File: src/port_frontend_defines.svh
`ifndef PORT_FRONTEND_DEFINES_SVH
`define PORT_FRONTEND_DEFINES_SVH

// packet data memory, in 16-bit words
`define PF_BUF_DEPTH   1024
// committed packets waiting for the scheduler
`define PF_DESC_DEPTH  4
// destinations 0 .. PF_NUM_PORTS-1 are valid
`define PF_NUM_PORTS   12

// header word layout
`define PF_LEN_MSB     15
`define PF_LEN_LSB     7
`define PF_PRIO_MSB    6
`define PF_PRIO_LSB    4
`define PF_PORT_MSB    3
`define PF_PORT_LSB    0

`endif

File: src/port_frontend_pkg.sv
`include "port_frontend_defines.svh"

package port_frontend_pkg;

    typedef logic [15:0] pf_word_t;

    // header fields
    typedef logic [`PF_LEN_MSB-`PF_LEN_LSB:0]   pf_len_t;
    typedef logic [`PF_PRIO_MSB-`PF_PRIO_LSB:0] pf_prio_t;
    typedef logic [`PF_PORT_MSB-`PF_PORT_LSB:0] pf_port_t;

    // buffer addressing, space needs one extra bit to hold a full count
    typedef logic [$clog2(`PF_BUF_DEPTH)-1:0] pf_addr_t;
    typedef logic [$clog2(`PF_BUF_DEPTH):0]   pf_space_t;

    typedef enum logic [1:0] {
        RX_IDLE,
        RX_HDR,
        RX_DATA,
        RX_DISCARD
    } pf_rx_state_t;

    typedef enum logic [1:0] {
        TX_IDLE,
        TX_REQ,
        TX_WAIT_ACK_LOW,
        TX_STREAM
    } pf_tx_state_t;

endpackage

File: src/header_parser.sv
`include "port_frontend_defines.svh"

module header_parser import port_frontend_pkg::*;
(
    input  logic      clk,
    input  logic      rst_n,
    input  logic      capture,
    input  pf_word_t  hdr,
    input  pf_space_t free_space,
    output pf_port_t  port,
    output pf_len_t   len,
    output pf_prio_t  prio,
    output logic      accept
);

    pf_port_t hdr_port;
    pf_len_t  hdr_len;
    pf_prio_t hdr_prio;

    assign hdr_len  = hdr[`PF_LEN_MSB:`PF_LEN_LSB];
    assign hdr_prio = hdr[`PF_PRIO_MSB:`PF_PRIO_LSB];
    assign hdr_port = hdr[`PF_PORT_MSB:`PF_PORT_LSB];

    // decided in the header cycle, space is reserved from here on
    assign accept = (hdr_port < `PF_NUM_PORTS) &&
                    (hdr_len != '0) &&
                    (pf_space_t'(hdr_len) <= free_space);

    always_ff @(posedge clk or negedge rst_n)
    begin
        if (!rst_n)
        begin
            port <= '0;
            len  <= '0;
            prio <= '0;
        end
        else if (capture)
        begin
            port <= hdr_port;
            len  <= hdr_len;
            prio <= hdr_prio;
        end
    end

endmodule

File: config.mk
export PLATFORM = sky130hd
export DESIGN_NAME = header_parser
export DESIGN_NICKNAME = d
export VERILOG_FILES = /design/src/port_frontend_pkg.sv /design/src/header_parser.sv
export VERILOG_INCLUDE_DIRS = /design/src
export SDC_FILE = /design/constraint.sdc
export NUM_CORES = 1
export LEC_CHECK = 0
export ABC_AREA = 0
export BUFFER_PORTS_ARGS = -buffer_cell sky130_fd_sc_hd__buf_2
export CELL_PAD_IN_SITES_DETAIL_PLACEMENT = 0
export CELL_PAD_IN_SITES_GLOBAL_PLACEMENT = 1
export CORE_MARGIN = 4
export CORE_UTILIZATION = 25
export CTS_CLUSTER_DIAMETER = 30
export DETAILED_ROUTE_END_ITERATION = 8
export HOLD_SLACK_MARGIN = 0.02
export PLACE_DENSITY_LB_ADDON = 0.1
export SKIP_LAST_GASP = 1
export SLEW_MARGIN = 20
export SYNTH_ARGS = -nofsm -noshare
export SYNTH_HDL_FRONTEND = slang
export SYNTH_SLANG_ARGS = --single-unit
File: constraint.sdc
create_clock -name clk -period 1.5 [get_ports clk]
set_clock_uncertainty 0.15 [all_clocks]
set_input_delay 0.225 -clock clk [delete_from_list [all_inputs] [get_ports clk]]
set_output_delay 0.225 -clock clk [all_outputs]
set_load 0.05 [all_outputs]
# Word level (Yosys, flattened, before mapping)
# Cells that the tools add are included.
# op_classes
order_cmp	2
reduce_logical	3
n_eq_ne	0
mul	0
div	0
shifts	0
n_bitwise	0
n_addsub	0
mux	0
# ops
cell	n
$le A9 B11 Y1	1
$reduce_bool A9 Y1	1
$lt A4 B4 Y1 const B	1
$logic_and A1 B1 Y1	2
# totals
elab_cells	8
ff_bits	16
latchBits	0
out_inout_bits	17
input_bits	30
ram_bits	0
rom_bits	0
n_memories	0

# Longest topological paths before layout
# Gate-level depths: netlist of run 1.
# logic_depth
word_depth	3
mapped_depth	6
mapped_depth_nobuf	6

# Worst setup path after synthesis of run 1
# Ideal clock, no wire load.
# synth_path
path_kind	input-to-output
start	input port free_space[4]
end	output port accept
n_path_buf	0
path_stages	6
path_slack_ps	-442
required_ps	1125
arrival_time_ps	1567
path_cell_list	inv_1 ha_1 a211oi_1 nor2_1 a2111oi_1 o21a_1
# synth_via
elab_chain_len	2
# synth_lines
element	line_no	rtl
from (decl)	header_parser.sv:9	input pf_space_t free_space,
$le A9 B11 Y1	header_parser.sv:27	(pf_space_t'(hdr_len) <= free_space);
$logic_and A1 B1 Y1	header_parser.sv:25	assign accept = (hdr_port < `PF_NUM_PORTS) &&
to (decl)	header_parser.sv:13	output logic accept
# Every way passes these cells.

# Final worst setup path of run 1
# layout_path
start	input port free_space[6]
end	output port accept
# The elaborated chain is that of the path after synthesis.

==> results.json, run 1 <==
{
  "antenna_found_initial": 0,
  "crit_path_end_kind": "output port",
  "cp_slowest_cell": "a2111oi_2",
  "crit_required_ps": 1120,
  "wl_um": 2167,
  "cts_sinks": 16,
  "p_per_area_mw_per_mm2": 854.1,
  "slew_headroom_pct": 75.89,
  "synth_compound_gate_area_share_pct": 6.096,
  "diodes": 0,
  "layout.nets": 171,
  "synthDistinctLibCells": 21,
  "grt_pass1_wl_um": 3588,
  "setup_viol": 1,
  "via_count": 737,
  "grt_busiest_layer": "met2",
  "arrival_ps": 1450,
  "grt.total_usage_pct": 10.64,
  "netlist_instances": 71,
  "ant_nets": 0,
  "cts_setup_buffers": 0,
  "grt_pass1_vias": 797,
  "hp-class": "in -> reg",
  "synthSimpleGateAreaFrac_pct": 7.257,
  "ir_drop_mv": 0.4562,
  "synth_area_per_cell_um2": 12.14,
  "synth_top_family_by_area": "multiplexers",
  "path_max_fanout": 2,
  "period_needed_ps": 1822,
  "clk_pin_slew_worst_paths_ps": 90,
  "grt_max_degree": 17,
  "root_buffer": "clkbuf_4",
  "syn_nets": 110,
  "fin_tns_setup_ps": -322.0,
  "drv_slew": 0,
  "dieArea_mm2": 0.004452,
  "grt-ovfl-total": 0,
  "die-width_um": 66.72,
  "grt_use_met1_pct": 13.81,
  "startpoint_type": "primary input",
  "drt_iter0_markers": 8,
  "port-buffer-count": 46,
  "clock_latency_ps": 280,
  "drive_gt1_share_pct": 70.99,
  "row_count": 21,
  "fin_crit_sh_pct": 121.5,
  "synth-seq-cells": 16,
  "routabilityCongestion": 0.6764,
  "drcViolationCount": 0,
  "start_util_pct": 25.83,
  "tightest_slew_ps": 361.7,
  "boundaryPins": 47,
  "cap_violations": 0,
  "fmax_ghz": 0.5488,
  "synthMuxAreaShare_pct": 22.06,
  "p_leak_nw": 0.6743,
  "grt_use_met3_pct": 2.024,
  "place_hpwl_um": 1796,
  "seq_area_frac_synth_pct": 46.44,
  "area_delta_synth_final_pct": 66.91,
  "htree_levels": 1,
  "setup_slack_ps": -322.0,
  "rsz0062_at_grt": "yes",
  "yosys_warnings": 0,
  "synth_xor_area_share_pct": 0,
  "route.detailed.vias_per_inst": 4.164,
  "crit_type": "in -> out",
  "cp.buffers_inverters": 3,
  "cts_buffer_depth": 2,
  "crit_family": "compound AO/OA/AOI/OAI gates",
  "timing.hold.ws_ps": 50.73,
  "crit_chain": "buf_6 -> inv_4 -> ha_4 -> and4_1 -> a2111oi_2 -> o21a_2 -> buf_8",
  "dr.pass1.iters": 2,
  "cts_tree": "yes",
  "outcome": "finished with violations",
  "grtUsageMet2_pct": 17.45,
  "core_mm2": 0.003337,
  "wl_per_cell_um": 12.24,
  "crit_path_max_incr_delay_ps": 350,
  "die-height_um": 66.72,
  "synth_adder_area_share_pct": 13.06,
  "failed_checks": "negative setup slack",
  "numCtsBuffers": 3,
  "syn_area_um2": 862.1,
  "hold_viol_final": 0
}
## final timing paths
kind | startpoint | endpoint | slack [ps] | cells after the start
hold reg to reg | len[3]$_DFFE_PN0P_ | len[3]$_DFFE_PN0P_ | 360 | 1
max in group asynchronous | rst_n | port[1]$_DFFE_PN0P_ | 710 | 2
min in group asynchronous | rst_n | port[2]$_DFFE_PN0P_ | 230 | 2
hold / removal | hdr[13] | len[6]$_DFFE_PN0P_ | 50 | 2
setup / recovery | free_space[6] | accept | -320 | 7
setup reg to reg | len[2]$_DFFE_PN0P_ | len[2]$_DFFE_PN0P_ | 600 | 1
## what timing repair did
action | 4_1_cts | 5_1_grt
resized for setup | 15 | 0
setup endpoints to repair | 1 | 1
pin swaps | 6 | 0
hold buffers | 6 | 0
hold endpoints to repair | 21 | 0
## stage by stage
stage          util (%)  instance area, um^2  total power, mW  setup WS [ps]  cells
3_5_place_dp      38.40                 1281           0.9363         -439.3    167
6_report          43.12                 1439            1.229         -322.0    177
3_3_place_gp      38.40                 1281           0.9309         -435.8    167
5_1_grt           43.12                 1439            1.316         -398.0    177
2_1_floorplan         -                958.4           0.7881         -185.3     71
4_1_cts           43.12                 1439            1.259         -334.1    177
## layout make-up
type                            instances  area (um^2)
Fill cell                             345         1898
Multi-Input combinational cell         44        529.3
Sequential cell                        16        400.4
Timing Repair Buffer                   58        376.6
Tap cell                               46        57.56
Inverter                                9        38.79
Clock buffer                            4        36.28
## cell usage in the layout (no fill, tap or decap), types with 2 or more instances in the layout
master         count
buf_2             40
a21oi_2            2
inv_2              4
dlygate4sd3_1      6
ha_1               2
ha_4               7
clkbuf_4           3
buf_6              5
inv_1              3
nor2_1             2
buf_4              6
dfrtp_1           16
nor3_2             2
mux2_2            16
inv_4              2
## state kept, by name, indices dropped and copies added, names as in the netlist
name / cells
len: 9
prio: 3
port: 4
## power by group
group          internal (mW)  leakage [nW]  total, mW  switching, mW
Sequential             0.474         0.187      0.494         0.0198
Clock                  0.147        0.0210      0.276          0.128
Combinational          0.179         0.466      0.459          0.280
## routing by layer
layer | wire, um | part of all wire [%] | vias to the layer above
met5 | 0 | 0 | -
met4 | 8 | 0.37 | 0
met3 | 111 | 5.1 | 2
met2 | 1075 | 50 | 22
met1 | 972 | 45 | 339
li1 | - | - | 374
## Yosys cell counts
| cell | instances | area share [%] |
|---|---|---|
| nor2_1 | 2 | 0.87 |
| dfrtp_1 | 16 | 46 |
| nand2_1 | 1 | 0.43 |
| nor3_1 | 2 | 1.2 |
| mux2i_1 | 1 | 1.2 |
| o21ai_1 | 1 | 0.58 |
| a21oi_1 | 2 | 1.2 |
| a22oi_1 | 1 | 0.87 |
| mux2_2 | 16 | 21 |
| a211oi_1 | 1 | 0.87 |
| o21a_1 | 1 | 0.87 |
| a2111oi_1 | 1 | 1.2 |
| inv_1 | 9 | 3.9 |
| buf_2 | 2 | 1.2 |
| or4_4 | 1 | 1.3 |
| nand3_1 | 1 | 0.58 |
| ha_1 | 9 | 13 |
| o21ai_0 | 1 | 0.58 |
| nor3_2 | 1 | 1.2 |
| nand4_1 | 1 | 0.73 |
| and4_1 | 1 | 1.0 |
## cell families (layout without fill, tap and decap cells)
kind of cell    after synthesis  after routing
mux                          17             17
flops                        16             16
buf+inv                      11             71
simple gates                 10             10
fa+ha+maj                     9              9
compound gates                8              8
Power figures use the tool's default switching activity.
==> run 2: changes to the inputs <==
--- a/config.mk
+++ b/config.mk
@@ -6,13 +6,15 @@
 export SDC_FILE = /design/constraint.sdc
 export NUM_CORES = 1
 export LEC_CHECK = 0
-export ABC_AREA = 0
+export ABC_AREA = 1
 export BUFFER_PORTS_ARGS = -buffer_cell sky130_fd_sc_hd__buf_2
 export CELL_PAD_IN_SITES_DETAIL_PLACEMENT = 0
 export CELL_PAD_IN_SITES_GLOBAL_PLACEMENT = 1
+export CORE_ASPECT_RATIO = 1.25
 export CORE_MARGIN = 4
 export CORE_UTILIZATION = 25
 export CTS_CLUSTER_DIAMETER = 30
+export CTS_CLUSTER_SIZE = 16
 export DETAILED_ROUTE_END_ITERATION = 8
 export HOLD_SLACK_MARGIN = 0.02
 export PLACE_DENSITY_LB_ADDON = 0.1
==> run 2 against run 1 <==
Effect of this change: the flow still finishes with violations (negative setup slack); register-to-register slack worse by 20 ps; final cell count is 5.6% higher; sequential power hardly changed; via count is 8.7% higher; worst setup slack better by 140 ps; hold slack better by 10 ps; total power is 4.7% higher; routed wire length is 5.8% higher; synthesized area is 8.6% higher; count of clock-buffer cells in the layout is 1 lower; largest cell class unchanged; largest power group unchanged.
==> results.json, run 2 <==
{
  "failed_checks": "negative setup slack",
  "grt_pass1_vias": 861,
  "grt_max_degree": 18,
  "synth.area.top_cells": "dfrtp_1, mux2_4, ha_1, mux2_2, inv_1",
  "netlist_instances": 88,
  "layout.nets": 189,
  "wl_met1_um": 986,
  "hp-class": "in -> reg",
  "diodes": 0,
  "largest_register": "len",
  "dr_wl_met3_um": 127,
  "synthArstFlopShare_pct": 100.0,
  "arrival_ps": 1310,
  "dieArea_mm2": 0.004793,
  "ir_drop_mv": 0.5201,
  "placed_area_mm2": 0.001350,
  "core_mm2": 0.003543,
  "synthFlopType": "dfrtp_1",
  "synth_area_per_cell_um2": 10.64,
  "via_count": 801,
  "drv_slew": 0,
  "boundaryPins": 47,
  "root_buffer": "clkbuf_8",
  "drt_iter0_markers": 11,
  "place_hpwl_um": 1845,
  "wl_um": 2293,
  "seq_area_frac_synth_pct": 42.78,
  "grt-ovfl-total": 0,
  "crit_path_end_kind": "output port",
  "hold_viol_final": 0,
  "fin_tns_setup_ps": -183.2,
  "htree_levels": 1,
  "path_max_fanout": 2,
  "syn_nets": 127,
  "startpoint_type": "primary input",
  "p_leak_nw": 0.7882,
  "setup_slack_ps": -183.2,
  "wl_per_cell_um": 12.26,
  "fill_cells": 362,
  "tightest_slew_ps": 448.2,
  "synthDistinctLibCells": 16,
  "grt_pass1_wl_um": 3864,
  "clk_pin_slew_worst_paths_ps": 60,
  "start_util_pct": 26.41,
  "die-width_um": 62.73,
  "cap_violations": 0,
  "synth_common_cells": "dfrtp_1, inv_1, nand2_1, ha_1, mux2_4",
  "timing.hold.ws_ps": 61.21,
  "cts_tree": "yes",
  "fin_util_pct": 42.55,
  "crit_type": "in -> out",
  "period_needed_ps": 1683,
  "route.met2.wl_um": 1166,
  "final_common_cell": "buf_2",
  "syn_area_um2": 935.9,
  "antenna_found_initial": 0,
  "ant_nets": 0,
  "fmax_ghz": 0.5941,
  "slew_headroom_pct": 70.12,
  "dr.pass1.iters": 4,
  "layout_common_cells": "buf_2, buf_4, dfrtp_1",
  "port-buffer-count": 46,
  "rsz0062_at_grt": "yes",
  "dr.max_layer_used": "met4",
  "crit_required_ps": 1120,
  "dp.cells": 182,
  "netlist.area_leader.share_pct": 42.78,
  "outcome": "finished with violations",
  "row_count": 24,
  "p_per_area_mw_per_mm2": 853.7,
  "fin_crit_sh_pct": 112.2,
  "finalPower_mw": 1.287,
  "clock_latency_ps": 240,
  "grt.total_usage_pct": 9.693,
  "cts_sinks": 16,
  "area_delta_synth_final_pct": 61.10,
  "cts_buffer_depth": 2,
  "place_ws_ps": -393.3,
  "route.detailed.vias_per_inst": 4.283,
  "routabilityCongestion": 0.7880,
  "reg_top3": "len (9), port (4), prio (3)",
  "largest_register_ffs": 9,
  "numCtsBuffers": 3,
  "drcViolationCount": 0,
  "die-height_um": 76.41,
  "synth-seq-cells": 16,
  "synth.most_common_cell": "dfrtp_1",
  "setup_viol": 1,
  "final_area_mm2": 0.001508,
  "yosys_warnings": 0,
  "synth-edff-count": 0,
  "yosys.area.top_type": "dfrtp_1",
  "stdcell_count": 187,
  "drive_gt1_share_pct": 66.22
}
-- run 2: where the power goes --
group          switching, mW  leakage (nW)  internal [mW]  total (mW)
Clock                  0.127        0.0216          0.177       0.304
Sequential            0.0216         0.187          0.475       0.497
Combinational          0.292         0.580          0.194       0.486
Total                  0.441         0.788          0.846        1.29
-- run 2: worst paths after layout --
path	from	end	slack, ps	depth (start not counted)
max	free_space[7]	accept	-180	10
min	hdr[0]	port[0]$_DFFE_PN0P_	60	2
max reg2reg	len[5]$_DFFE_PN0P_	len[5]$_DFFE_PN0P_	580	1
min reg2reg	port[3]$_DFFE_PN0P_	port[3]$_DFFE_PN0P_	350	1
max in group asynchronous	rst_n	len[5]$_DFFE_PN0P_	680	2
min in group asynchronous	rst_n	port[3]$_DFFE_PN0P_	270	2
-- run 2: worst max-delay path: stages --
cell and delay (ps):
buf_6 70, inv_2 30, ha_4 250, nand2_1 40, inv_1 50, nand2_2 60, nor2_2 120, nand4_1 140
a21oi_4 160, buf_6 170
-- run 2: routing by layer --
metal  track usage, %  vias up
li1                 -      407
met1            11.96      365
met2            16.86       27
met3            1.622        2
met4            3.311        0
met5                0        -
-- run 2: what timing repair did --
item | in CTS | in global routing
endpoints found under the hold margin | 16 | 0
hold buffers | 1 | 0
buffers inserted | 1 | 0
gates resized for setup | 24 | 1
pin swaps | 8 | 2
setup endpoints to repair | 1 | 1
-- run 2: area by class of cell --
class	count	area [um^2]	share of cell area (%)
clock buffer	3	41.29	2.739
inverter	15	73.82	4.896
multi-input combinational	55	561.8	37.26
sequential	16	400.4	26.56
tap	39	48.80	3.237
timing repair buffer	59	381.6	25.31
-- run 2: cell families after synthesis --
logic type,after synthesis,share of synthesized area (%)
flops,16,42.78
mux,15,21.26
compound gates,5,2.673
simple gates,26,11.90
buf+inv,17,9.358
fa+ha+maj,9,12.03
