===== src/port_frontend_defines.svh =====
`ifndef PORT_FRONTEND_DEFINES_SVH
`define PORT_FRONTEND_DEFINES_SVH

// packet data memory, in 16-bit words
`define PF_BUF_DEPTH   1024
// committed packets waiting for the scheduler
`define PF_DESC_DEPTH  4
// destinations 0 .. PF_NUM_PORTS-1 are valid
`define PF_NUM_PORTS   12

// header word layout
`define PF_LEN_MSB     15
`define PF_LEN_LSB     7
`define PF_PRIO_MSB    6
`define PF_PRIO_LSB    4
`define PF_PORT_MSB    3
`define PF_PORT_LSB    0

`endif


===== src/port_frontend_pkg.sv =====
`include "port_frontend_defines.svh"

package port_frontend_pkg;

    typedef logic [15:0] pf_word_t;

    // header fields
    typedef logic [`PF_LEN_MSB-`PF_LEN_LSB:0]   pf_len_t;
    typedef logic [`PF_PRIO_MSB-`PF_PRIO_LSB:0] pf_prio_t;
    typedef logic [`PF_PORT_MSB-`PF_PORT_LSB:0] pf_port_t;

    // buffer addressing, space needs one extra bit to hold a full count
    typedef logic [$clog2(`PF_BUF_DEPTH)-1:0] pf_addr_t;
    typedef logic [$clog2(`PF_BUF_DEPTH):0]   pf_space_t;

    typedef enum logic [1:0] {
        RX_IDLE,
        RX_HDR,
        RX_DATA,
        RX_DISCARD
    } pf_rx_state_t;

    typedef enum logic [1:0] {
        TX_IDLE,
        TX_REQ,
        TX_WAIT_ACK_LOW,
        TX_STREAM
    } pf_tx_state_t;

endpackage


===== src/buf_wr_if.sv =====
interface buf_wr_if import port_frontend_pkg::*; ();

    logic      wr_en;
    pf_word_t  wr_data;
    logic      commit;
    logic      discard;
    pf_port_t  desc_port;
    pf_len_t   desc_len;
    pf_prio_t  desc_prio;
    // status back from the buffer
    pf_space_t free_space;
    logic      desc_full;

    modport ctrl (
        output wr_en, wr_data, commit, discard, desc_port, desc_len, desc_prio,
        input  desc_full
    );

    modport buffer (
        input  wr_en, wr_data, commit, discard, desc_port, desc_len, desc_prio,
        output free_space, desc_full
    );

endinterface


===== src/buf_rd_if.sv =====
interface buf_rd_if import port_frontend_pkg::*; ();

    // head descriptor and word at the read pointer
    logic      desc_vld;
    pf_len_t   head_len;
    pf_port_t  head_port;
    pf_prio_t  head_prio;
    pf_word_t  rd_data;

    // advance read pointer, release head descriptor
    logic      rd_en;
    logic      desc_pop;

    modport ctrl (
        input  desc_vld, head_len,
        output rd_en, desc_pop
    );

    modport buffer (
        output desc_vld, head_len, head_port, head_prio, rd_data,
        input  rd_en, desc_pop
    );

endinterface


===== src/port_frontend_ctrl.sv =====
module port_frontend_ctrl import port_frontend_pkg::*;
(
    input  logic       clk,
    input  logic       rst_n,
    input  logic       wr_sop,
    input  logic       wr_eop,
    input  logic       wr_vld,
    input  pf_word_t   wr_data,
    input  logic       pkt_ack,
    output logic       new_packet_into_buf,
    output logic       data_vld,
    output logic [7:0] drop_cnt,
    buf_wr_if.ctrl     wr,
    buf_rd_if.ctrl     rd,
    // header parser
    output logic       hdr_capture,
    input  logic       hdr_accept,
    input  pf_port_t   hdr_port,
    input  pf_len_t    hdr_len,
    input  pf_prio_t   hdr_prio,
    // word counters
    output logic       rx_clear,
    output logic       rx_inc,
    input  logic       rx_at_limit,
    output logic       tx_clear,
    output logic       tx_inc,
    output pf_len_t    tx_limit,
    input  logic       tx_at_limit
);

    pf_rx_state_t rx_state;
    pf_rx_state_t rx_next;
    pf_tx_state_t tx_state;
    pf_tx_state_t tx_next;
    logic         rx_drop;

    assign wr.wr_data   = wr_data;
    assign wr.desc_port = hdr_port;
    assign wr.desc_len  = hdr_len;
    assign wr.desc_prio = hdr_prio;

    always_comb
    begin
        rx_next     = rx_state;
        hdr_capture = 1'b0;
        rx_clear    = 1'b0;
        rx_inc      = 1'b0;
        rx_drop     = 1'b0;
        wr.wr_en    = 1'b0;
        wr.commit   = 1'b0;
        wr.discard  = 1'b0;
        case (rx_state)
            RX_IDLE:
            begin
                if (wr_sop)
                begin
                    rx_next = RX_HDR;
                end
            end
            RX_HDR:
            begin
                if (wr_vld)
                begin
                    hdr_capture = 1'b1;
                    rx_clear    = 1'b1;
                    if (hdr_accept)
                    begin
                        rx_next = RX_DATA;
                    end
                    else
                    begin
                        rx_drop = 1'b1;
                        rx_next = RX_DISCARD;
                    end
                end
            end
            RX_DATA:
            begin
                if (wr_eop)
                begin
                    rx_next = RX_IDLE;
                    // short packet or no descriptor slot
                    if (rx_at_limit && !wr.desc_full)
                    begin
                        wr.commit = 1'b1;
                    end
                    else
                    begin
                        wr.discard = 1'b1;
                        rx_drop    = 1'b1;
                    end
                end
                else if (wr_vld)
                begin
                    if (rx_at_limit)
                    begin
                        // one word too many, wait for eop
                        wr.discard = 1'b1;
                        rx_drop    = 1'b1;
                        rx_next    = RX_DISCARD;
                    end
                    else
                    begin
                        wr.wr_en = 1'b1;
                        rx_inc   = 1'b1;
                    end
                end
            end
            RX_DISCARD:
            begin
                if (wr_eop)
                begin
                    rx_next = RX_IDLE;
                end
            end
            default:
            begin
                rx_next = RX_IDLE;
            end
        endcase
    end

    always_comb
    begin
        tx_next     = tx_state;
        tx_clear    = 1'b0;
        tx_inc      = 1'b0;
        rd.rd_en    = 1'b0;
        rd.desc_pop = 1'b0;
        case (tx_state)
            TX_IDLE:
            begin
                if (rd.desc_vld && !pkt_ack)
                begin
                    tx_next = TX_REQ;
                end
            end
            TX_REQ:
            begin
                if (pkt_ack)
                begin
                    tx_next = TX_WAIT_ACK_LOW;
                end
            end
            TX_WAIT_ACK_LOW:
            begin
                if (!pkt_ack)
                begin
                    tx_clear = 1'b1;
                    tx_next  = TX_STREAM;
                end
            end
            TX_STREAM:
            begin
                rd.rd_en = 1'b1;
                if (tx_at_limit)
                begin
                    rd.desc_pop = 1'b1;
                    tx_next     = TX_IDLE;
                end
                else
                begin
                    tx_inc = 1'b1;
                end
            end
            default:
            begin
                tx_next = TX_IDLE;
            end
        endcase
    end

    // limit hits on the last word
    assign tx_limit = rd.head_len - 1'b1;

    always_ff @(posedge clk or negedge rst_n)
    begin
        if (!rst_n)
        begin
            rx_state <= RX_IDLE;
            tx_state <= TX_IDLE;
            drop_cnt <= '0;
        end
        else
        begin
            rx_state <= rx_next;
            tx_state <= tx_next;
            if (rx_drop)
            begin
                drop_cnt <= drop_cnt + 1'b1;
            end
        end
    end

    assign new_packet_into_buf = (tx_state == TX_REQ);
    assign data_vld            = (tx_state == TX_STREAM);

    // four-phase rule, the scheduler must have released ack first
    req_rise_ack_low: assert property (@(posedge clk) disable iff (!rst_n)
        $rose(new_packet_into_buf) |-> $past(!pkt_ack));

endmodule


===== src/flat_wrapper.sv =====
// flat-port wrapper written by rule: the top's interface ports become plain ports
module port_frontend_ctrl_flat import port_frontend_pkg::*;
  (clk, rst_n, wr_sop, wr_eop, wr_vld, wr_data, pkt_ack, new_packet_into_buf, data_vld, drop_cnt, hdr_capture, hdr_accept, hdr_port, hdr_len, hdr_prio, rx_clear, rx_inc, rx_at_limit, tx_clear, tx_inc, tx_limit, tx_at_limit, wr_wr_en, wr_wr_data, wr_commit, wr_discard, wr_desc_port, wr_desc_len, wr_desc_prio, wr_desc_full, rd_desc_vld, rd_head_len, rd_rd_en, rd_desc_pop);
  buf_wr_if wr_i ();
  buf_rd_if rd_i ();
  input  logic clk;
  input  logic rst_n;
  input  logic wr_sop;
  input  logic wr_eop;
  input  logic wr_vld;
  input  pf_word_t wr_data;
  input  logic pkt_ack;
  output logic new_packet_into_buf;
  output logic data_vld;
  output logic [7:0] drop_cnt;
  output logic hdr_capture;
  input  logic hdr_accept;
  input  pf_port_t hdr_port;
  input  pf_len_t hdr_len;
  input  pf_prio_t hdr_prio;
  output logic rx_clear;
  output logic rx_inc;
  input  logic rx_at_limit;
  output logic tx_clear;
  output logic tx_inc;
  output pf_len_t tx_limit;
  input  logic tx_at_limit;
  output wire logic [$bits(wr_i.wr_en)-1:0] wr_wr_en;
  output wire logic [$bits(wr_i.wr_data)-1:0] wr_wr_data;
  output wire logic [$bits(wr_i.commit)-1:0] wr_commit;
  output wire logic [$bits(wr_i.discard)-1:0] wr_discard;
  output wire logic [$bits(wr_i.desc_port)-1:0] wr_desc_port;
  output wire logic [$bits(wr_i.desc_len)-1:0] wr_desc_len;
  output wire logic [$bits(wr_i.desc_prio)-1:0] wr_desc_prio;
  input wire logic [$bits(wr_i.desc_full)-1:0] wr_desc_full;
  input wire logic [$bits(rd_i.desc_vld)-1:0] rd_desc_vld;
  input wire logic [$bits(rd_i.head_len)-1:0] rd_head_len;
  output wire logic [$bits(rd_i.rd_en)-1:0] rd_rd_en;
  output wire logic [$bits(rd_i.desc_pop)-1:0] rd_desc_pop;
  assign wr_wr_en = wr_i.wr_en;
  assign wr_wr_data = wr_i.wr_data;
  assign wr_commit = wr_i.commit;
  assign wr_discard = wr_i.discard;
  assign wr_desc_port = wr_i.desc_port;
  assign wr_desc_len = wr_i.desc_len;
  assign wr_desc_prio = wr_i.desc_prio;
  assign wr_i.desc_full = wr_desc_full;
  assign rd_i.desc_vld = rd_desc_vld;
  assign rd_i.head_len = rd_head_len;
  assign rd_rd_en = rd_i.rd_en;
  assign rd_desc_pop = rd_i.desc_pop;
  port_frontend_ctrl u_core (.clk(clk), .rst_n(rst_n), .wr_sop(wr_sop), .wr_eop(wr_eop), .wr_vld(wr_vld), .wr_data(wr_data), .pkt_ack(pkt_ack), .new_packet_into_buf(new_packet_into_buf), .data_vld(data_vld), .drop_cnt(drop_cnt), .wr(wr_i), .rd(rd_i), .hdr_capture(hdr_capture), .hdr_accept(hdr_accept), .hdr_port(hdr_port), .hdr_len(hdr_len), .hdr_prio(hdr_prio), .rx_clear(rx_clear), .rx_inc(rx_inc), .rx_at_limit(rx_at_limit), .tx_clear(tx_clear), .tx_inc(tx_inc), .tx_limit(tx_limit), .tx_at_limit(tx_at_limit));
endmodule

===== config.mk =====
export PLATFORM = sky130hd
export DESIGN_NAME = port_frontend_ctrl_flat
export DESIGN_NICKNAME = d
export VERILOG_FILES = /design/src/port_frontend_pkg.sv /design/src/buf_wr_if.sv /design/src/buf_rd_if.sv /design/src/port_frontend_ctrl.sv /design/src/flat_wrapper.sv
export VERILOG_INCLUDE_DIRS = /design/src
export SDC_FILE = /design/constraint.sdc
export NUM_CORES = 1
export LEC_CHECK = 0
export BUFFER_PORTS_ARGS = -buffer_cell sky130_fd_sc_hd__buf_2
export CAP_MARGIN = 10
export CORE_ASPECT_RATIO = 1.2
export CORE_MARGIN = 1
export CORE_UTILIZATION = 37
export CTS_CLUSTER_SIZE = 30
export DETAILED_ROUTE_END_ITERATION = 10
export PLACE_DENSITY = 0.84
export SYNTH_ARGS = -nofsm -noshare
export SYNTH_HDL_FRONTEND = slang
export SYNTH_SLANG_ARGS = --single-unit
export TNS_END_PERCENT = 1

===== constraint.sdc =====
create_clock -name clk -period 1.98 [get_ports clk]
set_input_delay 0.099 -clock clk [delete_from_list [all_inputs] [get_ports clk]]
set_output_delay 0.099 -clock clk [all_outputs]
set_load 0.05 [all_outputs]

# Yosys cells after proc, flatten, opt, wreduce, memory -nomap -nowiden
# Cells that the tools add are included.
[word_totals]
register_bits = 12
in_bits = 52
out_inout_bits = 61
wordCells = 65
[classes]
n_addsub = 2
eq_ne = 15
muxes = 37
n_reduce_logical = 8
[ops]
columns = ["operator", "count"]
rows = [
  ["$mux 1", 24],
  ["$mux 2", 10],
  ["$pmux 2 s4", 2],
  ["$ne 2x2->1 const B", 5],
  ["$sub 9x1->9 const B", 1],
  ["$add 8x1->8 const B", 1],
  ["$eq 2x2->1 const B", 4],
  ["$ne 3x3->1 const B", 2],
  ["$reduce_and 5->1", 1],
  ["$eq 2x1->1 const B", 2],
  ["$logic_not 2->1", 2],
  ["$ne 2x1->1 const B", 2],
  ["$reduce_and 4->1", 1],
  ["$logic_and 1x1->1", 2],
  ["$logic_not 1->1", 2],
  ["$pmux 1 s2", 1],
]

# Longest topological paths before layout
[depth]
word_depth = 5
ltp_mapped = 6
ltp_nobuf = 6

# Least setup slack after synthesis
# OpenSTA, ideal clock, no wires.
[synth_timing]
path_type = "register to register"
from = "register u_core.tx_state[0]"
to = "register u_core.tx_state[1]"
setup_ns = 0.128
arrival_ns = 2.207
t_required_ns = 1.852
slack_ns = -0.355
path_stages_with_launch = 6
n_path_buf = 0
synth_period_minus_slack_ns = 2.335
cell_sequence = "dfrtp_1 > ha_1 > nor2b_1 > a21o_1 > nor2_1 > mux2_1"
[synth_via]
elab_chain_cells = 3
word_cells_on_any_way = 10
classes_between = "eq/ne: 7; mux: 1; reduce/logical: 2"
[synth_rtl]
columns = ["item", "line_no", "rtl"]
rows = [
  ["start, declared", "port_frontend_ctrl.sv:33", "pf_tx_state_t tx_state;"],
  ["start signal, assigned", "port_frontend_ctrl.sv:187", "tx_state <= tx_next;"],
  ["$eq 2x2->1 *", "-", ""],
  ["via data_vld", "flat_wrapper.sv:14", "output logic data_vld;"],
  ["$ne 2x1->1 (no source line)", "-", ""],
  ["$reduce_and 4->1 (no source line)", "-", ""],
]
# Mark *: on every way through the listed nets, which the timed path passes. The rest lies on a longest branch.
# A chain may end at the register's enable or synchronous reset.

# Worst setup path after layout
[layout_timing]
from = "register u_core.rx_state[0]"
to = "register u_core.drop_cnt[1]"
[layout_via]
elab_chain_cells = 2
word_cells_on_any_way = 3
classes_between = "eq/ne: 2; mux: 1"
[layout_rtl]
columns = ["item", "line_no", "rtl"]
rows = [
  ["start, declared", "port_frontend_ctrl.sv:31", "pf_rx_state_t rx_state;"],
  ["start signal, assigned", "port_frontend_ctrl.sv:186", "rx_state <= rx_next;"],
  ["$eq 2x2->1 / $eq 2x1->1 (equally long branches)", "port_frontend_ctrl.sv:52", "case (rx_state)"],
  ["$pmux 1 s2 *", "port_frontend_ctrl.sv:52", ""],
  ["end signal, assigned", "port_frontend_ctrl.sv:190", "drop_cnt <= drop_cnt + 1'b1;"],
  ["end, declared", "port_frontend_ctrl.sv:12", "output logic [7:0] drop_cnt,"],
]
# Every way passes the cells marked *; elsewhere a longest branch is shown, timed or not.

==> flow_summary.yaml <==
run_status:
  status: "finished, final reports clean"
synth:
  syn-cell-area_mm2: 0.001219
  ys_warn_count: 0
  synth_edf_count: 0
  synth_seq_cells: 12
  avgSynthCellArea_um2: 9.232
  async_flop_share: 1.000
  synth_flop_cell: "dfrtp_1"
  ys_seq_area_frac: 0.2464
  synth_nets: 194
  syn_inst: 132
  yosysUniqueCellTypes: 31
run:
  drv_cap: 0
layout:
  antenna_cells: 0
  layout_common_cells: "48 x buf_2, 12 x dfrtp_1, 10 x xor2_1, 10 x ha_1, 9 x inv_1"
  register_area_um2: 300.3
  final_common_cell: "buf_2"
  fill_cells: 319
  utilization: 0.4119
  multi_input_area_um2: 629.4
  area_growth_pct: 5.134
  finalNetCount: 213
  drive_gt1_frac: 0.4161
critical_path:
  path_max_fanout: 7
  r2r_end: "u_core.drop_cnt[1]"
  rr_worst_depth: 6
  cp.required_ns: 2.13
  crit_type: "reg -> reg"
  cp.arrival_ns: 1.90
  timing.rr.start: "u_core.rx_state[0]"
  startpoint: "u_core.rx_state[0]"
  r2r_setup_slack_ns: 0.23
  start_kind: "flop"
  critPathCaptureType: "flop"
min_path:
  hold-path-cell-count: 4
  worstHoldPathType: "in -> reg"
  worst_hold_path.endpoint: "u_core.rx_state[0]"
  min_from: "hdr_accept"
grt:
  antenna_found_initial: 0
  overflow: 0
  grt_pass1_wl_um: 3098
  track_usage: 0.1162
  grt_pass1_vias: 783
  grt_max_degree: 13
drt:
  wl_met2_um: 942
  drcViolationCount: 0
  dr.pass1.iters: 4
  routed.top_layer: "met4"
  wl_per_cell_um: 10.55
  via_count: 880
  ant_nets: 0
  drt-met1-wl_um: 849
  drtIter0Drc: 12
  via_per_inst: 4.757
  wirelength_um: 1951
  dr_wl_met3_um: 125
sta:
  finClkSkew_ns: 0.001209
  worst_pin_slew_ns: 0.3201
  finalHoldViolCount: 0
  setup_viol: 0
  drv_slew: 0
  maxSlewHeadroom: 0.7862
  fmax_mhz: 572.2
  period_minus_slack_ns: 1.748
  fin_ws_ns: 0.2324
  finalCritPeriodShare: 0.8826
  tns_ns: 0
  rsz0062_at_grt: "false"
  hold_slack_ns: 0.1862
clocking:
  clock-sinks: 12
  post_cts_resized: 0
  cts_tree: "yes"
  clk_path_buf_depth: 2
  cts-buffers-inserted: 3
  path_clk_slew_ns: 0.07
  clk_latency_ns: 0.27
  root_buffer: "clkbuf_4"
  htree_levels: 1
floorplanning:
  die_y_um: 64.87
  core_mm2: 0.003110
  rows: 22
  dieWidth_um: 54.39
  ios: 113
  die_area_mm2: 0.003528
  start_util: 0.3918
power_and_ir_drop:
  p_per_area_mw_per_mm2: 1356
  leakagePower_uw: 0.0007274
  vdd_drop_max_mv: 0.9600
place:
  hpwl_um: 1580
  place_congestion: 0.7667
  port_buffers: 48
  pre_cts_slack_ns: 0.2530
[logic make-up after synthesis]
| logic type | synth area share |
|---|---|
| AOI/OAI and AO/OA | 0.07495 |
| adders and majority gates | 0.1027 |
| and+or+nand+nor | 0.2105 |
| buffers and inverters | 0.2433 |
| muxes | 0.02156 |
| xor gates and xnor gates | 0.1006 |
| DFF | 0.2464 |
[state kept, by name, summed over array words and instances, names as in the netlist]
| name | cells |
|---|---|
| u_core.drop_cnt | 8 |
| u_core.rx_state | 2 |
| u_core.tx_state | 2 |
[power by group]
part | leakage (µW) | switching, µW | internal [µW]
clock | 0.0000138 | 73.7 | 70.3
combinational | 0.000561 | 772 | 384
sequential | 0.000153 | 106 | 331
[cell type report]
| type | count | area share |
|---|---|---|
| Clock buffer | 3 | 0.01758 |
| Sequential cell | 12 | 0.2344 |
| Timing Repair Buffer | 49 | 0.1953 |
| Multi-Input combinational cell | 76 | 0.4912 |
| Inverter | 9 | 0.02637 |
| Tap cell | 36 | 0.03516 |
[Yosys cell counts, drive strengths merged (2+ instances only)]
master / count / area share
and2: 2 / 0.010
a21oi: 4 / 0.016
and2b: 2 / 0.012
a31oi: 2 / 0.010
nand2: 8 / 0.027
nand2b: 2 / 0.023
nor3: 7 / 0.033
nor2b: 5 / 0.026
buf: 35 / 0.22
xor2: 10 / 0.072
dfrtp: 12 / 0.25
ha: 10 / 0.10
xnor2: 4 / 0.029
nand3b: 2 / 0.012
nor2: 5 / 0.015
inv: 9 / 0.028
mux2: 2 / 0.022
nor4: 2 / 0.028
[worst max-delay path, cell delays in order, from the launching register on]
cell      delay (ns)
dfrtp_1         0.43
inv_1           0.10
ha_1            0.25
nand2_1         0.11
o221a_4         0.30
nand2b_4        0.16
mux2_4          0.29
[how the worst max path moves through the flow]
| stage | to | slack, ns | cells past startpoint |
|---|---|---|---|
| detailed placement | u_core.drop_cnt[1] | 0.25 | 6 |
| global route | u_core.drop_cnt[6] | 0.15 | 6 |
| global placement | u_core.drop_cnt[1] | 0.29 | 6 |
| finish | u_core.drop_cnt[1] | 0.23 | 6 |
| floorplan | u_core.tx_state[1] | 0.05 | 5 |
| CTS | u_core.drop_cnt[1] | 0.23 | 6 |
[metal layers]
metal	track usage	up-vias
met5	0	-
met4	0.07692	0
met3	0.01408	8
met2	0.1829	31
met1	0.1424	406
li1	-	435
[timing repair]
action                                 in CTS  in global routing
buffers inserted                            0                  0
endpoints found under the hold margin      12                  0
hold buffers                                1                  0
[metrics by stage]
step,area [µm²],power [µW],instances
floorplan,1226,1560,132
global placement,1249,1580,181
detailed placement,1249,1598,181
CTS,1281,1749,185
global route,1281,1869,185
finish,1281,1737,185
No activity file was read; power rests on OpenSTA's default activity.
