`config.mk`:
```
export PLATFORM = sky130hd
export DESIGN_NAME = word_counter
export DESIGN_NICKNAME = d
export VERILOG_FILES = /design/src/port_frontend_pkg.sv /design/src/word_counter.sv
export VERILOG_INCLUDE_DIRS = /design/src
export SDC_FILE = /design/constraint.sdc
export NUM_CORES = 1
export LEC_CHECK = 0
export BUFFER_PORTS_ARGS = -buffer_cell sky130_fd_sc_hd__buf_2
export CORE_MARGIN = 10
export CORE_UTILIZATION = 40
export CTS_CLUSTER_SIZE = 28
export DETAILED_ROUTE_END_ITERATION = 10
export PLACE_DENSITY = 0.77
export SETUP_SLACK_MARGIN = 0.2
export SLEW_MARGIN = 20
export SYNTH_ARGS = -nofsm -noshare
export SYNTH_HDL_FRONTEND = slang
export SYNTH_SLANG_ARGS = --single-unit
```
`constraint.sdc`:
```
create_clock -name clk -period 1.6 [get_ports clk]
set_clock_uncertainty 0.2 [all_clocks]
set_input_delay 0.16 -clock clk [delete_from_list [all_inputs] [get_ports clk]]
set_output_delay 0.16 -clock clk [all_outputs]
set_load 0.01 [all_outputs]
```
`src/port_frontend_defines.svh`:
```
`ifndef PORT_FRONTEND_DEFINES_SVH
`define PORT_FRONTEND_DEFINES_SVH

// packet data memory, in 16-bit words
`define PF_BUF_DEPTH   1024
// committed packets waiting for the scheduler
`define PF_DESC_DEPTH  4
// destinations 0 .. PF_NUM_PORTS-1 are valid
`define PF_NUM_PORTS   12

// header word layout
`define PF_LEN_MSB     15
`define PF_LEN_LSB     7
`define PF_PRIO_MSB    6
`define PF_PRIO_LSB    4
`define PF_PORT_MSB    3
`define PF_PORT_LSB    0

`endif

```
`src/port_frontend_pkg.sv`:
```
`include "port_frontend_defines.svh"

package port_frontend_pkg;

    typedef logic [15:0] pf_word_t;

    // header fields
    typedef logic [`PF_LEN_MSB-`PF_LEN_LSB:0]   pf_len_t;
    typedef logic [`PF_PRIO_MSB-`PF_PRIO_LSB:0] pf_prio_t;
    typedef logic [`PF_PORT_MSB-`PF_PORT_LSB:0] pf_port_t;

    // buffer addressing, space needs one extra bit to hold a full count
    typedef logic [$clog2(`PF_BUF_DEPTH)-1:0] pf_addr_t;
    typedef logic [$clog2(`PF_BUF_DEPTH):0]   pf_space_t;

    typedef enum logic [1:0] {
        RX_IDLE,
        RX_HDR,
        RX_DATA,
        RX_DISCARD
    } pf_rx_state_t;

    typedef enum logic [1:0] {
        TX_IDLE,
        TX_REQ,
        TX_WAIT_ACK_LOW,
        TX_STREAM
    } pf_tx_state_t;

endpackage

```
`src/word_counter.sv`:
```
module word_counter import port_frontend_pkg::*;
(
    input  logic    clk,
    input  logic    rst_n,
    input  logic    clear,
    input  logic    inc,
    input  pf_len_t limit,
    output pf_len_t count,
    output logic    at_limit
);

    always_ff @(posedge clk or negedge rst_n)
    begin
        if (!rst_n)
        begin
            count <= '0;
        end
        else if (clear)
        begin
            count <= '0;
        end
        else if (inc)
        begin
            count <= count + 1'b1;
        end
    end

    assign at_limit = (count == limit);

    // the controller must stop counting once the programmed length is hit
    inc_below_limit: assert property (@(posedge clk) disable iff (!rst_n)
        !(inc && at_limit));

endmodule

```
After elaboration in Yosys (flattened, before gate mapping)
Index checks and enable logic that the tools add are counted.
Cells by class
  add/sub/neg operators: 1
  equality and inequality tests: 1
  reduce and logical (&&, ||, !) cells: 1
  muxes and demuxes: 2
Operators with widths (number)
  9-bit 2-to-1 mux: 2
  9-bit by 1-bit adder with 9-bit output (second input constant): 1
  9-bit equality test: 1
  2-bit nonzero test: 1
Word-level totals
  logic and storage cells: 6
  bits in registers: 9

Logic depth before layout (Yosys ltp)
Gate-level depths: netlist of the first run.
  depth in word-level cells: 3
  gate-level depth with buffers: 4

Worst setup path after synthesis of the first run
Ideal clock, no wire load.
  path type: flip-flop to flip-flop
  start: register count[0]
  end: register count[6]
  setup time: 0.077 ns
  data arrival time: 1.332 ns
  cell stages (with the launch flop): 5
  path slack: -0.009 ns
  period minus slack after synthesis: 1.609 ns
  cell sequence: dfrtp_1 -> ha_1 -> o2111ai_2 -> or3_1 -> a21oi_1
Between the ends
  word-level cells in the longest chain between the ends: 3
Ends and longest elaborated chain
  start: declaration: line word_counter.sv:8  | output pf_len_t count,
  start signal: assignment: line word_counter.sv:24  | count <= count + 1'b1;
  9-bit by 1-bit adder with 9-bit output: line word_counter.sv:24
  9-bit 2-to-1 mux: line word_counter.sv:22  | else if (inc)
  9-bit 2-to-1 mux: line word_counter.sv:18  | else if (clear)
Every way passes these cells. The select of a mux whose other input is x is not followed.
A chain may end at the register's enable or synchronous reset.

Worst setup path after layout of the first run
  start: register count[3]
  end: output port at_limit
Between the ends
  word-level cells in the longest chain between the ends: 1
Ends and longest elaborated chain
  9-bit equality test: line word_counter.sv:28  | assign at_limit = (count == limit);
  end: declaration: line word_counter.sv:9  | output logic at_limit
Every way passes these cells.

==> flow_summary.toml, run 1 <==
[placement]
dp_worst_setup_slack_ns = 0.0877
io_buffers = 22
placement.cell_area_um2 = 702
half_perimeter_wire_length_after_detailed_placement_um = 1100
place.gp.congestion = 0.718

[timing]
slew-limit-headroom = 0.790
timing.final.hold_violations = 0
finalHoldWorstSlack_ns = 0.0730
worst_slack_ns = -0.0678
max_clock_freq_mhz = 600
report.final.slew_viol_count = 0
rsz0062_at_grt = "yes"
post-route-period-util = 1.04
worstMarginPinSlew_ns = 0.313
setup-violations-final = 2
final.min_clock_period_ns = 1.67

[drt]
dr.pass1.iters = 4
post_drt_via_cell_ratio = 5.53
totalWireLength_um = 1860
final_antenna_net_count = 0
post-route-drc-count = 0
route.detailed.wl_per_inst_um = 17.2
vias = 597
drt_first_iter_violations = 4

[die]
initial_utilization = 0.423
chipHeight_um = 56.8
overall_die_width_um = 56.8
floorplan.die_area_um2 = 3230
top_level_ports = 23
core_region_area_um2 = 1280
core.rowCount = 13

[cells_and_area]
nNetsFinal = 108
final_cell_mix = "sky130_fd_sc_hd__buf_2 (22), sky130_fd_sc_hd__xnor2_1 (8), sky130_fd_sc_hd__buf_6 (7)"
areaGrowthSynthToFinish_pct = 66.4
layout_top_registers = "count x9"
finalInstanceArea_um2 = 903
layout_commonest_cell = "sky130_fd_sc_hd__buf_2"
register_with_the_highest_flop_count = "count"
drive_above_1_share = 0.613
largest_register_ffs = 9
final_core_utilization = 0.703
area_used_by_multi_input_combinational_logic_um2 = 378
filler_cell_count = 90
antenna_cells = 0
sequential_cell_area_um2 = 233

[synthesis]
avgSynthCellArea_um2 = 9.87
synth-seq-cells = 9
post_synth_instance_area_um2 = 543
synth_nets = 69
post_synth_inst_count = 55
yosys_warning_count = 0
ys_types = 20
ys_seq_area_frac = 0.415

[clocking]
cts_made_buffers = 3
clkSlewWorstSetupHoldPaths_ns = 0.06
clock_insertion_delay_worst_skew_ns = 0.27
cts-root-buf = "sky130_fd_sc_hd__clkbuf_4"
cts_max_level = 1
cts_buffer_depth = 2
tritoncts = "built"
number_of_clock_sinks = 9

[status]
run_status = "finished, violations left"
violations_in_the_final_reports = "negative setup slack"

[worst_setup_path]
crit_path_end_kind = "output pin"
critPathArrivalTime_ns = 1.31
critical_setup_path_class = "reg -> out"
cell_count_of_the_worst_reg_to_reg_path = 5
worstSetupStartpointType = "flip-flop"
critPathMaxFanout = 2
cp.required_ns = 1.24

[power]
fin_total_pwr_uw = 522
total_leakage_power_nw = 0.401
vdd_drop_max_uv = 431
power_density_nw_per_um2 = 578

[job]
maxCapViolations = 0

[grt]
grt_max_degree = 10
grt_overflow_total = 0
grt_pass1_vias = 596
number_of_antenna_violations_at_the_first_check_in_global_routing = 0
grt_use_total = 0.104
grt_pass1_wl_um = 2730

[worst_hold_path]
worstHoldPathType = "in -> async"
-- metal layers --
layer  part of all wire  track usage  up-vias
met4              0.034       0.0872        0
met3              0.066       0.0315        6
li1                   -            -      278
met2               0.51        0.176       21
met5                  0            0        -
met1               0.38        0.102      292
-- where the power goes --
group	total, mW	switching, mW	internal, mW
Sequential	0.240	0.00602	0.234
Clock	0.181	0.0848	0.0965
Combinational	0.101	0.0521	0.0490
-- cells in the mapped netlist (all sizes together) --
library cell	number	area (µm²)
o21ai	2	10.0
o2111ai	1	15.0
nand2	3	11.3
mux2i	1	10.0
or3	2	12.5
nor2	5	18.8
or4	2	15.0
o31ai	2	15.0
nand4	3	18.8
o211ai	1	12.5
nor4	1	6.26
ha	1	12.5
xnor2	9	78.8
a21oi	4	20.0
dfrtp	9	225
buf	2	12.5
inv	1	3.75
nand3	2	10.0
xor2	4	35.0
-- repair_timing --
action | in CTS | in global routing
endpoints found under the hold margin | 9 | 0
setup endpoints to repair | 5 | 6
gates resized for setup | 12 | 8
hold buffers | 1 | 0
pin swaps | 9 | 3
gates cloned | 0 | 0
setup buffers | 11 | 1
-- cells by family after synthesis --
logic type               after synthesis  synth area share
adder cells (fa/ha/maj)                1            0.0230
multiplexers                           1            0.0184
buffers and inverters                  3            0.0299
XOR/XNOR                              13             0.210
flip-flops                             9             0.415
AND/OR/NAND/NOR                       18             0.171
AO/OA/AOI/OAI                         10             0.134
-- worst max-delay path: stages, from the launching register on --
cell and delay [ns]:
sky130_fd_sc_hd__dfrtp_2 0.42, sky130_fd_sc_hd__xor2_1 0.18, sky130_fd_sc_hd__nor4_2 0.27, sky130_fd_sc_hd__buf_2 0.17
-- worst paths after layout --
path | start | endpoint | slack [ns]
worst min register to register | count[1] | count[1] | 0.40
worst min-delay path | rst_n | count[8] | 0.07
max in group asynchronous | rst_n | count[1] | 0.92
min in group clk | inc | count[0] | 0.09
worst max register to register | count[2] | count[7] | -0.03
worst max-delay path | count[3] | at_limit | -0.07
-- through the flow --
| step | setup TNS [ns] | instances |
|---|---|---|
| after detailed placement | 0 | 91 |
| after global routing | -0.213 | 108 |
| after CTS | -0.0600 | 107 |
| final | -0.0949 | 108 |
| after global placement | 0 | 91 |
| after floorplan | 0 | 55 |
-- layout make-up --
| cell class | instances | area share |
|---|---|---|
| clock buffers | 4 | 0.0291 |
| well taps | 15 | 0.0208 |
| multi-input cells | 43 | 0.418 |
| flip-flops and latches | 9 | 0.258 |
| repair buffers | 36 | 0.270 |
| inverters | 1 | 0.00416 |
Power figures use the tool's default switching activity.
==> run 2, diff against run 1 <==
- CAP_MARGIN: unset -> 15
- CTS_CLUSTER_DIAMETER: unset -> 80
- TNS_END_PERCENT: unset -> 10
==> run 2 against run 1 <==
  * The run still ends with negative setup slack left
  * First-iteration DRC count grew to 5.5 times the previous value
  * Hold slack worse by 0.017 ns
  * Clock power is essentially flat
  * Worst setup slack got worse by 0.056 ns
  * Sequential power about the same
  * Non-clock buffer count increased by 2
  * Power up 5.4%
  * Fmax fell by 3.3%
  * Critical path depth increased by 1
  * Clock-buffer cell count unchanged
  * Register-to-register slack about the same
==> flow_summary.toml, run 2 (synthesis results as in run 1) <==
[status]
run_status = "finished, violations left"
violations_in_the_final_reports = "negative setup slack"

[timing]
final.min_clock_period_ns = 1.72
setup-violations-final = 2
report.final.slew_viol_count = 0
worstMarginPinSlew_ns = 0.346
slew-limit-headroom = 0.767
max_clock_freq_mhz = 580
timing.final.hold_violations = 0
rsz0062_at_grt = "yes"
post-route-period-util = 1.08
worst_slack_ns = -0.124

[clocking]
cts_buffer_depth = 2
clock_insertion_delay_worst_skew_ns = 0.27
cts_made_buffers = 3
number_of_clock_sinks = 9
cts_max_level = 1
tritoncts = "built"
cts-root-buf = "sky130_fd_sc_hd__clkbuf_4"
clkSlewWorstSetupHoldPaths_ns = 0.06

[cells_and_area]
final_cell_mix = "sky130_fd_sc_hd__buf_2 (22), sky130_fd_sc_hd__buf_4 (9), sky130_fd_sc_hd__xnor2_1 (7), sky130_fd_sc_hd__dfrtp_2 (7)"
final_core_utilization = 0.718
drive_above_1_share = 0.632
sequential_cell_area_um2 = 234
nNetsFinal = 110
area_used_by_multi_input_combinational_logic_um2 = 385
layout_commonest_cell = "sky130_fd_sc_hd__buf_2"
register_with_the_highest_flop_count = "count"
layout_top_registers = "count x9"
filler_cell_count = 91
largest_register_ffs = 9
areaGrowthSynthToFinish_pct = 69.8
antenna_cells = 0

[worst_setup_path]
critPathMaxFanout = 3
critical_setup_path_class = "reg -> out"
crit_path_end_kind = "output pin"
critical_path.slowest_cell = "sky130_fd_sc_hd__dfrtp_2"
crit_path_cell_trace = "xnor2_2, nand4_1, nor4_2, buf_2"
cp.required_ns = 1.24
critPathArrivalTime_ns = 1.36
worstSetupStartpointType = "flip-flop"
critPathMaxStageDelay_ns = 0.44

[grt]
number_of_antenna_violations_at_the_first_check_in_global_routing = 0
grt_pass1_vias = 572
grt_pass1_wl_um = 2920
grt_overflow_total = 0
grt_max_degree = 10
grt_use_total = 0.115

[placement]
half_perimeter_wire_length_after_detailed_placement_um = 1230
io_buffers = 22
place.gp.congestion = 0.706
dp_worst_setup_slack_ns = 0.0290

[power]
fin_total_pwr_uw = 550
total_leakage_power_nw = 0.418
vdd_drop_max_uv = 484
power_density_nw_per_um2 = 597

[drt]
totalWireLength_um = 2100
post-route-drc-count = 0
dr.pass1.iters = 4
route.detailed.wl_per_inst_um = 19.0
final_antenna_net_count = 0
vias = 617
drt_first_iter_violations = 22
post_drt_via_cell_ratio = 5.61

[die]
top_level_ports = 23
overall_die_width_um = 56.8
initial_utilization = 0.423
core.rowCount = 13
chipHeight_um = 56.8
floorplan.die_area_um2 = 3230
core_region_area_um2 = 1280

[job]
maxCapViolations = 0

[worst_hold_path]
worstHoldPathType = "in -> reg"
run 2: changes by cell type in the layout (fill, tap and decap cells not counted), sizes merged:
cell	previous run	this run
dlygate4sd3	1	2
buf	35	36
run 2: worst paths after layout:
kind	startpoint	to	slack, ns	depth (start not counted)
setup / recovery	count[1]	at_limit	-0.12	4
hold / removal	inc	count[0]	0.06	3
setup reg to reg	count[1]	count[5]	-0.03	5
hold reg to reg	count[8]	count[8]	0.40	2
max in group asynchronous	rst_n	count[3]	0.93	2
min in group asynchronous	rst_n	count[2]	0.07	2
run 2: repair_timing:
item / in CTS / in global routing
pin swaps: 9 / 7
setup endpoints to repair: 5 / 5
hold buffers: 2 / 0
setup buffers: 6 / 7
resized for setup: 12 / 7
endpoints found under the hold margin: 13 / 0
run 2: critical path: cells and delay by family, from the launching register on:
family | cells | cell delay [ns]
xor+xnor | 1 | 0.15
flops | 1 | 0.44
simple gates | 2 | 0.35
buf+inv | 1 | 0.16
run 2: cell type report:
type / count / share of cell area
clock buffer: 4 / 0.0285
timing repair buffer: 38 / 0.275
sequential: 9 / 0.254
tap: 15 / 0.0204
inverter: 1 / 0.00407
multi-input combinational: 43 / 0.418
run 2: routing by layer:
metal | global-route usage | share of wire | vias up
met5 | 0 | 0 | -
met4 | 0.0906 | 0.036 | 0
met3 | 0.0315 | 0.057 | 7
met2 | 0.199 | 0.52 | 27
met1 | 0.112 | 0.38 | 304
li1 | - | - | 279
run 2: power breakdown:
part           total [mW]  switching [mW]  internal (mW)
Sequential          0.241         0.00707          0.234
Combinational       0.126          0.0603         0.0658
Clock               0.183          0.0868         0.0965
run 2: per-stage QoR:
stage                     std cells  instance area [µm²]  TNS (ns)  hold slack, ns
after floorplan                  55                  578         0          -0.336
after global placement           91                  702         0          -0.178
after detailed placement         91                  702         0          -0.179
after CTS                       103                  835   -0.0760          0.0538
after global routing            110                  922    -0.353          0.0900
final                           110                  922    -0.155          0.0564
==> run 3, diff against run 2 <==
- RECOVER_POWER: unset -> 50
==> run 3 against run 2 <==
  * The flow still finishes with violations (negative setup slack)
  * Largest power group unchanged
  * Clock-buffer cell count is the same
  * Final cell count is the same
  * Final area shrank 0.27%
==> flow_summary.toml, run 3 (synthesis results as in run 1) <==
[die]
core.rowCount = 13
top_level_ports = 23
chipHeight_um = 56.8
floorplan.die_area_um2 = 3230
core_region_area_um2 = 1280
initial_utilization = 0.423
overall_die_width_um = 56.8

[job]
maxCapViolations = 0

[status]
run_status = "finished, violations left"
violations_in_the_final_reports = "negative setup slack"

[cells_and_area]
drive_above_1_share = 0.611
antenna_cells = 0
areaGrowthSynthToFinish_pct = 69.4
layout_top_registers = "count x9"
register_with_the_highest_flop_count = "count"
largest_register_ffs = 9
layout_commonest_cell = "sky130_fd_sc_hd__buf_2"
nNetsFinal = 110
final_cell_mix = "sky130_fd_sc_hd__buf_2 (20), sky130_fd_sc_hd__buf_4 (9), sky130_fd_sc_hd__xnor2_1 (7), sky130_fd_sc_hd__dfrtp_2 (7)"

[grt]
grt_pass1_wl_um = 2920
grt_max_degree = 10
number_of_antenna_violations_at_the_first_check_in_global_routing = 0
grt_pass1_vias = 572
grt_use_total = 0.115
grt_overflow_total = 0

[drt]
dr.pass1.iters = 4
vias = 617
final_antenna_net_count = 0
drt_first_iter_violations = 22
totalWireLength_um = 2100
route.detailed.wl_per_inst_um = 19.1
post-route-drc-count = 0
post_drt_via_cell_ratio = 5.61

[power]
total_leakage_power_nw = 0.411
pwr-share-seq = 0.438
power.internal_uw = 396
netsw_uw = 154
pwr-share-comb = 0.229
power_density_nw_per_um2 = 598
netSwitchingFraction = 0.281
clockPowerShare = 0.334
vdd_drop_max_uv = 483
fin_total_pwr_uw = 550

[worst_setup_path]
worstSetupStartpointType = "flip-flop"
crit_end = "at_limit"
critical_setup_path_class = "reg -> out"
critPathMaxFanout = 3
worst_r2r_startpoint = "count[1]"
worst_setup_path_startpoint = "count[1]"
crit_path_cell_trace = "xnor2_2, nand4_1, nor4_2, buf_2"
crit_path_end_kind = "output pin"
critical_path.slowest_cell = "sky130_fd_sc_hd__dfrtp_2"
cp.required_ns = 1.24
critical_register_to_register_path_endpoint = "count[5]"
critPathMaxStageDelay_ns = 0.44
r2r_slack_ns = -0.03
critPathArrivalTime_ns = 1.36
cell_count_of_the_worst_reg_to_reg_path = 5

[placement]
io_buffers = 22
place.gp.congestion = 0.706
half_perimeter_wire_length_after_detailed_placement_um = 1230

[timing]
rsz0062_at_grt = "yes"
timing.final.hold_violations = 0
worst_slack_ns = -0.124
post-route-period-util = 1.08
final.min_clock_period_ns = 1.72
max_clock_freq_mhz = 580
worstMarginPinSlew_ns = 0.513
setup-violations-final = 2
fin_setup_tns_ns = -0.155
report.final.slew_viol_count = 0
slew-limit-headroom = 0.658

[clocking]
number_of_clock_sinks = 9
cts_max_level = 1
clkSlewWorstSetupHoldPaths_ns = 0.06
tritoncts = "built"
clock_insertion_delay_worst_skew_ns = 0.27
cts_made_buffers = 3
cts-root-buf = "sky130_fd_sc_hd__clkbuf_4"
cts_buffer_depth = 2

[worst_hold_path]
worstHoldPathType = "in -> reg"
[run 3: power groups by stage]
stage,logic (mW),registers [mW],clock network (mW)
floorplan,0.0379,0.251,0
global placement,0.0699,0.250,0
detailed placement,0.0744,0.251,0
CTS,0.101,0.244,0.188
global route,0.135,0.241,0.192
finish,0.126,0.241,0.183
[run 3: layer usage]
layer  up-vias  GRT usage  share of wire
met4         0     0.0906          0.036
met2        27      0.199           0.52
li1        279          -              -
met5         -          0              0
met3         7     0.0315          0.057
met1       304      0.112           0.38
[run 3: layout make-up]
cell class | instances | area, µm²
multi-input combinational | 43 | 385
fill | 91 | 365
timing repair buffer | 38 | 251
sequential | 9 | 234
clock buffer | 4 | 26.3
tap | 15 | 18.8
inverter | 1 | 3.75
[run 3: what timing repair did]
action,4_1_cts,5_1_grt
resized for setup,12,7
hold buffers,2,0
setup buffers,6,7
pin swaps,9,7
endpoints found under the hold margin,13,0
endpoints found under the setup margin,5,5
[run 3: worst min path at each step]
stage / slack, ns / cells past startpoint / startpoint / end
6_report: 0.06 / 3 / inc / count[0]
3_5_place_dp: -0.18 / 1 / rst_n / count[6]
3_3_place_gp: -0.18 / 1 / rst_n / count[5]
4_1_cts: 0.05 / 3 / clear / count[5]
2_1_floorplan: -0.34 / 0 / rst_n / count[0]
5_1_grt: 0.09 / 3 / inc / count[0]
[run 3: critical path: cells and delay by family (launching register included)]
kind                   cells  cell delay, ns
flip-flops                 1            0.44
AND/OR/NAND/NOR            2            0.35
XOR/XNOR                   1            0.15
buffers and inverters      1            0.16
[run 3: through the flow]
step / hold WS (ns) / setup WS [ns] / instances / utilization / area (µm²)
4_1_cts: 0.0538 / -0.0760 / 103 / 0.649 / 835
3_3_place_gp: -0.178 / 0.106 / 91 / 0.546 / 702
3_5_place_dp: -0.179 / 0.0290 / 91 / 0.546 / 702
2_1_floorplan: -0.336 / 0.140 / 55 / - / 578
6_report: 0.0564 / -0.124 / 110 / 0.716 / 920
5_1_grt: 0.0900 / -0.244 / 110 / 0.716 / 920
